### src/soc_periph_consts.svh
// shared widths, address map and timing constants, included by the package and the RTL
`ifndef SOC_PERIPH_CONSTS_SVH
`define SOC_PERIPH_CONSTS_SVH

// apb bus widths
`define PADDR_W 32
`define PDATA_W 32

// one pll setting, written as two data words
`define PLL_CFG_W 64

// paddr bits that pick the slot
`define SLOT_FIELD_HI 13
`define SLOT_FIELD_LO 12

// slot field values, pll at 0x1000 and console at 0x2000
`define PLL_SLOT 2'd1
`define CONSOLE_SLOT 2'd2

// console read signature
`define CONSOLE_SIG 64'hdeadbeaf12345678

// core reset synchronizer depth
`define RST_SYNC_STAGES 3

// dev_clk cycles per half period of the monitor clock
`define MON_HALF_PERIOD 4

`endif

### src/soc_periph_pkg.sv
// bus, register and slot types shared by the peripheral subsystem, compiled before the RTL
`default_nettype none

`include "soc_periph_consts.svh"

package soc_periph_pkg;

  // apb address and data words
  typedef logic [`PADDR_W-1:0] apb_addr_t;
  typedef logic [`PDATA_W-1:0] apb_data_t;

  // one 64-bit pll setting
  typedef logic [`PLL_CFG_W-1:0] pll_cfg_t;

  // word index inside a slot, paddr[3:2]
  typedef logic [1:0] reg_idx_t;

  // decoded target of an access
  typedef enum logic [1:0] {
    SLOT_NONE    = 2'd0,
    SLOT_PLL     = 2'd1,
    SLOT_CONSOLE = 2'd2
  } slot_t;

endpackage

`default_nettype wire

### src/apb_slot_decoder.sv
// apb address decode for the peripheral slots, forms selects and returns read data and response
`default_nettype none

`include "soc_periph_consts.svh"

module apb_slot_decoder (
  input  soc_periph_pkg::apb_addr_t paddr,
  input  logic                      psel,
  input  logic                      penable,
  input  soc_periph_pkg::apb_data_t pll_rdata,
  input  soc_periph_pkg::apb_data_t console_rdata,
  output logic                      pll_sel,
  output logic                      console_sel,
  output soc_periph_pkg::reg_idx_t  reg_idx,
  output soc_periph_pkg::apb_data_t prdata,
  output logic                      pready,
  output logic                      pslverr
);

  import soc_periph_pkg::*;

  slot_t slot;
  logic  access;

  // slot field to slot, anything else is unmapped
  always_comb begin
    case (paddr[`SLOT_FIELD_HI:`SLOT_FIELD_LO])
      `PLL_SLOT:     slot = SLOT_PLL;
      `CONSOLE_SLOT: slot = SLOT_CONSOLE;
      default:       slot = SLOT_NONE;
    endcase
  end

  assign pll_sel     = psel && (slot == SLOT_PLL);
  assign console_sel = psel && (slot == SLOT_CONSOLE);

  assign reg_idx = paddr[3:2];

  // zero wait states, every access completes in its first access cycle
  assign access  = psel && penable;
  assign pready  = access;
  assign pslverr = access && (slot == SLOT_NONE);

  always_comb begin
    case (slot)
      SLOT_PLL:     prdata = pll_rdata;
      SLOT_CONSOLE: prdata = console_rdata;
      default:      prdata = '0;
    endcase
  end

endmodule

`default_nettype wire

### src/clock_reset_gen.sv
// core reset synchronizer and divide-by-8 monitor clock, both running from dev_clk
`default_nettype none

`include "soc_periph_consts.svh"

module clock_reset_gen (
  input  logic dev_clk,
  input  logic rst_n,
  output logic core_rst_n,
  output logic core_clk_mon
);

  localparam logic [1:0] MON_LAST = 2'(`MON_HALF_PERIOD - 1);

  logic [`RST_SYNC_STAGES-1:0] rst_sync;
  logic [1:0]                  mon_cnt;

  // asserts with rst_n, releases after the chain fills with ones
  always_ff @(posedge dev_clk or negedge rst_n) begin
    if (!rst_n) begin
      rst_sync <= '0;
    end else begin
      rst_sync <= {rst_sync[`RST_SYNC_STAGES-2:0], 1'b1};
    end
  end

  assign core_rst_n = rst_sync[`RST_SYNC_STAGES-1];

  // toggle every half period, so the monitor runs at dev_clk / 8
  always_ff @(posedge dev_clk or negedge rst_n) begin
    if (!rst_n) begin
      mon_cnt      <= '0;
      core_clk_mon <= 1'b0;
    end else if (mon_cnt == MON_LAST) begin
      mon_cnt      <= '0;
      core_clk_mon <= ~core_clk_mon;
    end else begin
      mon_cnt <= mon_cnt + 2'd1;
    end
  end

endmodule

`default_nettype wire

### src/console_port.sv
// console sink on apb, a written byte leaves as a one-cycle strobe and reads give a signature
`default_nettype none

`include "soc_periph_consts.svh"

module console_port (
  input  logic                      dev_clk,
  input  logic                      rst_n,
  input  logic                      sel,
  input  logic                      penable,
  input  logic                      pwrite,
  input  soc_periph_pkg::reg_idx_t  reg_idx,
  input  soc_periph_pkg::apb_data_t pwdata,
  output soc_periph_pkg::apb_data_t rdata,
  output logic [7:0]                console_byte,
  output logic                      console_valid
);

  import soc_periph_pkg::*;

  localparam pll_cfg_t SIG = `CONSOLE_SIG;

  logic wr_en;

  // any index takes the byte
  assign wr_en = sel && penable && pwrite;

  always_ff @(posedge dev_clk or negedge rst_n) begin
    if (!rst_n) begin
      console_valid <= 1'b0;
    end else begin
      console_valid <= wr_en;
    end
  end

  // byte held until the next write
  always_ff @(posedge dev_clk) begin
    if (wr_en) begin
      console_byte <= pwdata[7:0];
    end
  end

  // odd word is the upper half of the signature
  assign rdata = reg_idx[0] ? SIG[63:32] : SIG[31:0];

endmodule

`default_nettype wire

### src/pll_cfg_regs.sv
// pll soft configuration registers, two 64-bit settings written as word pairs over apb
`default_nettype none

module pll_cfg_regs (
  input  logic                      dev_clk,
  input  logic                      rst_n,
  input  logic                      sel,
  input  logic                      penable,
  input  logic                      pwrite,
  input  soc_periph_pkg::reg_idx_t  reg_idx,
  input  soc_periph_pkg::apb_data_t pwdata,
  output soc_periph_pkg::apb_data_t rdata,
  output soc_periph_pkg::pll_cfg_t  pll_cfg_1,
  output soc_periph_pkg::pll_cfg_t  pll_cfg_2,
  output logic                      pll_cfg_ctr
);

  import soc_periph_pkg::*;

  apb_data_t staging;
  logic      wr_en;

  assign wr_en = sel && penable && pwrite;

  // low word lands in staging, the odd index commits the full setting
  always_ff @(posedge dev_clk or negedge rst_n) begin
    if (!rst_n) begin
      staging   <= '0;
      pll_cfg_1 <= '0;
      pll_cfg_2 <= '0;
    end else if (wr_en) begin
      case (reg_idx)
        2'd0: staging <= pwdata;
        2'd1: pll_cfg_1 <= {pwdata, staging};
        2'd2: staging <= pwdata;
        2'd3: pll_cfg_2 <= {pwdata, staging};
        default: staging <= staging;
      endcase
    end
  end

  // pll takes its setting once both are programmed
  always_ff @(posedge dev_clk or negedge rst_n) begin
    if (!rst_n) begin
      pll_cfg_ctr <= 1'b0;
    end else begin
      pll_cfg_ctr <= (pll_cfg_1 != '0) && (pll_cfg_2 != '0);
    end
  end

  always_comb begin
    case (reg_idx)
      2'd0:    rdata = pll_cfg_1[31:0];
      2'd1:    rdata = pll_cfg_1[63:32];
      2'd2:    rdata = pll_cfg_2[31:0];
      default: rdata = pll_cfg_2[63:32];
    endcase
  end

endmodule

`default_nettype wire

### src/soc_periph_top.sv
// peripheral subsystem top, connects the apb decoder, its slots and the clock and reset block
`default_nettype none

module soc_periph_top (
  input  logic                      dev_clk,
  input  logic                      rst_n,
  input  soc_periph_pkg::apb_addr_t paddr,
  input  logic                      psel,
  input  logic                      penable,
  input  logic                      pwrite,
  input  soc_periph_pkg::apb_data_t pwdata,
  output soc_periph_pkg::apb_data_t prdata,
  output logic                      pready,
  output logic                      pslverr,
  output soc_periph_pkg::pll_cfg_t  pll_cfg_1,
  output soc_periph_pkg::pll_cfg_t  pll_cfg_2,
  output logic                      pll_cfg_ctr,
  output logic [7:0]                console_byte,
  output logic                      console_valid,
  output logic                      core_rst_n,
  output logic                      core_clk_mon
);

  import soc_periph_pkg::*;

  logic      pll_sel;
  logic      console_sel;
  reg_idx_t  reg_idx;
  apb_data_t pll_rdata;
  apb_data_t console_rdata;

  apb_slot_decoder apb_slot_decoder_inst (
    .paddr         (paddr),
    .psel          (psel),
    .penable       (penable),
    .pll_rdata     (pll_rdata),
    .console_rdata (console_rdata),
    .pll_sel       (pll_sel),
    .console_sel   (console_sel),
    .reg_idx       (reg_idx),
    .prdata        (prdata),
    .pready        (pready),
    .pslverr       (pslverr)
  );

  pll_cfg_regs pll_cfg_regs_inst (
    .dev_clk     (dev_clk),
    .rst_n       (rst_n),
    .sel         (pll_sel),
    .penable     (penable),
    .pwrite      (pwrite),
    .reg_idx     (reg_idx),
    .pwdata      (pwdata),
    .rdata       (pll_rdata),
    .pll_cfg_1   (pll_cfg_1),
    .pll_cfg_2   (pll_cfg_2),
    .pll_cfg_ctr (pll_cfg_ctr)
  );

  console_port console_port_inst (
    .dev_clk       (dev_clk),
    .rst_n         (rst_n),
    .sel           (console_sel),
    .penable       (penable),
    .pwrite        (pwrite),
    .reg_idx       (reg_idx),
    .pwdata        (pwdata),
    .rdata         (console_rdata),
    .console_byte  (console_byte),
    .console_valid (console_valid)
  );

  clock_reset_gen clock_reset_gen_inst (
    .dev_clk      (dev_clk),
    .rst_n        (rst_n),
    .core_rst_n   (core_rst_n),
    .core_clk_mon (core_clk_mon)
  );

endmodule

`default_nettype wire

### config.mk
export PLATFORM = sky130hd
export DESIGN_NAME = soc_periph_top
export DESIGN_NICKNAME = d
export VERILOG_FILES = /design/src/soc_periph_pkg.sv /design/src/apb_slot_decoder.sv /design/src/clock_reset_gen.sv /design/src/console_port.sv /design/src/pll_cfg_regs.sv /design/src/soc_periph_top.sv
export VERILOG_INCLUDE_DIRS = /design/src /design/src/src
export SDC_FILE = /design/constraint.sdc
export NUM_CORES = 1
export LEC_CHECK = 0
export ABC_AREA = 1
export BUFFER_PORTS_ARGS = -buffer_cell sky130_fd_sc_hd__buf_2
export CORE_MARGIN = 4
export CORE_UTILIZATION = 25
export DETAILED_ROUTE_END_ITERATION = 10
export HOLD_SLACK_MARGIN = 0.03
export PLACE_DENSITY = 0.54
export SYNTH_ARGS = -nofsm -noshare
export SYNTH_HDL_FRONTEND = slang
export SYNTH_SLANG_ARGS = --single-unit
### constraint.sdc
create_clock -name dev_clk -period 1.6 [get_ports dev_clk]
set_input_delay 0.32 -clock dev_clk [delete_from_list [all_inputs] [get_ports dev_clk]]
set_output_delay 0.32 -clock dev_clk [all_outputs]
set_load 0.05 [all_outputs]
* Word level (Yosys, flattened, before mapping)
Cells that the tools add are included.
Cells by class: $add $sub $neg 1, equal/unequal tests 8, multiplexer cells 5, bitwise gates (word level) 1, reductions and logical operators 17
Operator list (number):
- $reduce_bool 64->1 | 2
- $pmux 32 s3 | 1
- $pmux 32 s2 | 1
- $mux 32 | 1
- $eq 2x2->1 const B | 5
- $logic_and 1x1->1 | 9
- $eq 2x1->1 const B | 3
- $reduce_and 2->1 | 3
- $logic_not 2->1 | 2
- $pmux 2 s2 | 1
- $add 2x1->2 const B | 1
- $mux 2 | 1
- $reduce_or 2->1 | 1
- $not 1->1 | 1
Word-level totals: bits in registers 176, input port bits 69

* Longest topological paths before layout
word-level depth 7, gate-level depth with buffers 10, depth with buffers taken out 8

* By module
Synthesis repeated with hierarchy kept, for this count alone.
Unflattened totals: cells, all modules 1023, area total of the unflattened synthesis 8610.8 um2
Modules (own cells, without submodules):
- pll_cfg_regs | instances 1, cells an instance 841, area each 7267.0 um2, seq. area each 4028.9 um2
- apb_slot_decoder | instances 1, cells an instance 122, area each 631.9 um2, seq. area each 0.0 um2
- console_port | instances 1, cells an instance 46, area each 523.0 um2, seq. area each 265.3 um2
- clock_reset_gen | instances 1, cells an instance 14, area each 188.9 um2, seq. area each 150.1 um2

* Worst setup path before layout
OpenSTA, ideal clock, no wires.
kind input port to output port, start input paddr[3], end output prdata[10], arrival 1875 ps, required time 1280 ps, path slack -595 ps, stages 9, path buffers 3, cells stage by stage buf_4 -> nand2_2 -> inv_1 -> buf_4 -> buf_4 -> nand2_1 -> nand4_1 -> nand2_1 -> a21oi_1
Between the ends: cells in the longest elaborated chain, start to end 3, elaborated cells on any way between the ends 5, those cells by class 2 x eq/ne; 2 x mux; 1 x reduce/logical
RTL lines:
- start: declaration | RTL line soc_periph_top.sv:7 | input soc_periph_pkg::apb_addr_t paddr,
- $eq 2x2->1, or another cell as far along | RTL line pll_cfg_regs.sv:52 | case (reg_idx)
- $pmux 32 s3 * | RTL line pll_cfg_regs.sv:52
- $pmux 32 s2 * | RTL line apb_slot_decoder.sv:45 | case (slot)
- end: declaration | RTL line soc_periph_top.sv:12 | output soc_periph_pkg::apb_data_t prdata,
Every way passes the cells marked *; elsewhere a longest branch is shown, timed or not.

* Final worst setup path
start register pll_cfg_regs_inst.pll_cfg_2[17], end output prdata[17]
Between the ends: cells in the longest elaborated chain, start to end 2
RTL lines:
- start: declaration | RTL line pll_cfg_regs.sv:14 | output soc_periph_pkg::pll_cfg_t pll_cfg_2,
- start signal: assignment | RTL line pll_cfg_regs.sv:36 | 2'd3: pll_cfg_2 <= {pwdata, staging};
- $pmux 32 s3 | RTL line pll_cfg_regs.sv:52
- $pmux 32 s2 | RTL line apb_slot_decoder.sv:45
No other way between the ends.

==> run metrics <==
post-DP HPWL=23.2 mm; Hold Slack=0.0652 ns; max-slew violation count=0; Switch Pwr=0.00531 W; Synth cell types=27; failing checks=setup timing; area leader, netlist=dfrtp_1; Final period util=113%; I/O pin cnt=243; pre-CTS setup slack=-0.389 ns; synth-to-layout area growth=56.3%; CTS Buf Count=17; fmax=551 MHz; gr usage total=18.2%; syn avg cell area=8.08 µm²; Vias=8146; crit path kind=flop to output port; synthesized instance count=997; Clock Sinks=176; Internal Power=0.00847 W; Reg2Reg Setup Slack=0.17 ns; CP Data Required Time=1.28 ns; most frequent cells in the layout=nand2_1 (301), buf_2 (166), dfrtp_1 (161), buf_4 (145), o21ai_1 (113); R2R Path Start=pll_cfg_regs_inst.pll_cfg_2[48]$_DFFE_PN0P_; CP Capture Point=prdata[17]; clock root buffer=clkbuf_16; pwr dens=1090 nW/µm²; sequential share of power=38.8%; CORE AREA=31600 µm²; Hold Fails Final Rpt=0; DR DRC count=0; H-tree Lvls=4; Die X=187 µm; initial antenna violation count=1; fraction of layout cells with a size suffix above 1=39.6%; clock-pin slew on the worst setup and hold paths=0.07 ns; Worst R2R End=pll_cfg_regs_inst.pll_cfg_ctr$_DFF_PN0_; combinational power share=32.7%; reg2reg path depth=9; DR iter-0 viols=572; max cap viols=0; die area=35200 µm²; RSZ-0062 raised after global routing=true; # rows=65; clock share of power=28.6%; Sw Ratio=38.5%; top cell type's share of synthesized area=52.2%; total gr overflow=0; fin crit period=1.82 ns; #FFs+latches synth=176; Post-Route WL=32.5 mm; commonest non-fill, non-tap cell in the layout=nand2_1; drt via density=4.59; worst setup margin=-0.216 ns; Seq/Total Area, Yosys=55.2%; initial core utilization=25.5%; CTS max path bufs=2; WL per Instance=18.3 µm; Worst-Skew Late Latency=0.45 ns; CTS tree=done; CP arrival=1.50 ns; vias in the first global route=8106; Net Count, Synth=1069; largest net degree at the start of global routing=54; Synth area leaders=dfrtp_1 (52%), nand2_1 (16%), o21ai_1 (6.8%); Leak=6.30 nW; crit path from=pll_cfg_regs_inst.pll_cfg_2[17]$_DFFE_PN0P_; Crit. End Element=output port; ANT cells=0; first-pass GRT wire length=49.3 mm; # nets final=1431; final antenna-violating net count=0; die height=187 µm; drt first pass iters=5; Worst setup SP type=flop; synthesized area=8050 µm²; Port Buf Inserts=214; clock skew=0.0161 ns; Yosys warnings=0; worst hold-check path type=primary input to flop; GP Congestion=0.830; peak supply drop=0.710 mV; run status=finished with violations; Finish-stage setup viols=33; worst-path fanout max=2
-- critical path: stages, from the launching register on --
cell	delay (ns)
dfrtp_2	0.37
inv_2	0.05
o211ai_1	0.22
o2111ai_2	0.18
inv_2	0.10
buf_8	0.14
-- worst min-delay path by stage --
stage | startpoint | endpoint | slack (ns) | cells after the start
after floorplan | rst_n | clock_reset_gen_inst.core_clk_mon$_DFFE_PN0P_ | 0.02 | 0
after global placement | rst_n | clock_reset_gen_inst.core_clk_mon$_DFFE_PN0P_ | 0.17 | 1
after detailed placement | rst_n | clock_reset_gen_inst.core_clk_mon$_DFFE_PN0P_ | 0.17 | 1
after CTS | pwdata[1] | console_port_inst.console_byte[1]$_DFFE_PP_ | 0.04 | 1
after global routing | pwdata[3] | console_port_inst.console_byte[3]$_DFFE_PP_ | 0.05 | 1
final | pwdata[7] | console_port_inst.console_byte[7]$_DFFE_PP_ | 0.07 | 1
-- flip-flops by register name (all words and copies together), names as in the netlist --
| signal | count |
|---|---|
| clock_reset_gen_inst.mon_cnt | 2 |
| console_port_inst.console_byte | 8 |
| clock_reset_gen_inst.rst_sync | 3 |
| pll_cfg_regs_inst.pll_cfg_1 | 64 |
| console_port_inst.console_valid | 1 |
| pll_cfg_regs_inst.pll_cfg_ctr | 1 |
| clock_reset_gen_inst.core_clk_mon | 1 |
| pll_cfg_regs_inst.pll_cfg_2 | 64 |
| pll_cfg_regs_inst.staging | 32 |
-- routing by layer --
metal | GRT usage [%] | up-vias | wire, µm
met5 | 0 | - | 13
met4 | 5.82 | 2 | 708
met2 | 30.1 | 291 | 15800
li1 | - | 3911 | -
met1 | 24.1 | 3900 | 14000
met3 | 3.62 | 42 | 1940
-- per-stage QoR --
| step | util [%] | power, W | TNS, ns | cell area [µm²] | std cells |
|---|---|---|---|---|---|
| 3_5_place_dp | 33.9 | 0.00935 | -47.62 | 10700 | 1648 |
| 3_3_place_gp | 33.9 | 0.00931 | -42.19 | 10700 | 1648 |
| 4_1_cts | 38.8 | 0.0138 | -5.16 | 12300 | 1751 |
| 2_1_floorplan | - | 0.00795 | -1.99 | 8590 | 997 |
| 5_1_grt | 39.8 | 0.0145 | -6.69 | 12600 | 1773 |
| 6_report | 39.8 | 0.0138 | -4.50 | 12600 | 1773 |
-- cell type report --
cell class / instances / area (µm²)
Fill cell: 3176 / 19000
Tap cell: 402 / 503
Clock inverter: 13 / 106
Timing Repair Buffer: 397 / 3250
Clock buffer: 18 / 429
Sequential cell: 176 / 4450
Inverter: 86 / 357
Multi-Input combinational cell: 681 / 3490
-- synth_stat cells, drive strengths merged --
cell	count
nor2	89
nor3	3
buf	44
ha	3
dfrtp	168
edfxtp	8
clkinv	1
xor2	1
inv	85
nand4	26
a21oi	30
o2111ai	2
nand2	350
conb	1
clkbuf	10
o21ai	165
o211ai	2
nand3	9
-- power groups by stage --
stage / Clock [W] / Sequential (W) / Combinational, W
after CTS: 0.00405 / 0.00533 / 0.00439
after global routing: 0.00422 / 0.00540 / 0.00484
after global placement: 0 / 0.00549 / 0.00381
final: 0.00394 / 0.00534 / 0.00450
after floorplan: 0 / 0.00660 / 0.00136
after detailed placement: 0 / 0.00550 / 0.00385
-- cells by family (layout without fill, tap and decap cells) --
kind of cell,count (synthesis),count (layout),share of synthesized area [%]
AND/OR/NAND/NOR,477,477,23.5
adder cells (fa/ha/maj),3,3,0.466
XOR/XNOR,1,1,0.109
buffers and inverters,140,514,8.16
other,1,1,0.0466
flip-flops,176,176,55.2
AO/OA/AOI/OAI,199,199,12.5
-- repair_timing --
item | 4_1_cts | 5_1_grt
endpoints found under the setup margin | 33 | 42
hold endpoints to repair | 168 | 0
hold buffers | 1 | 0
gates resized for setup | 123 | 58
setup buffers | 68 | 26
pin swaps | 41 | 45
cloned | 3 | 1
Power figures use the tool's default switching activity.
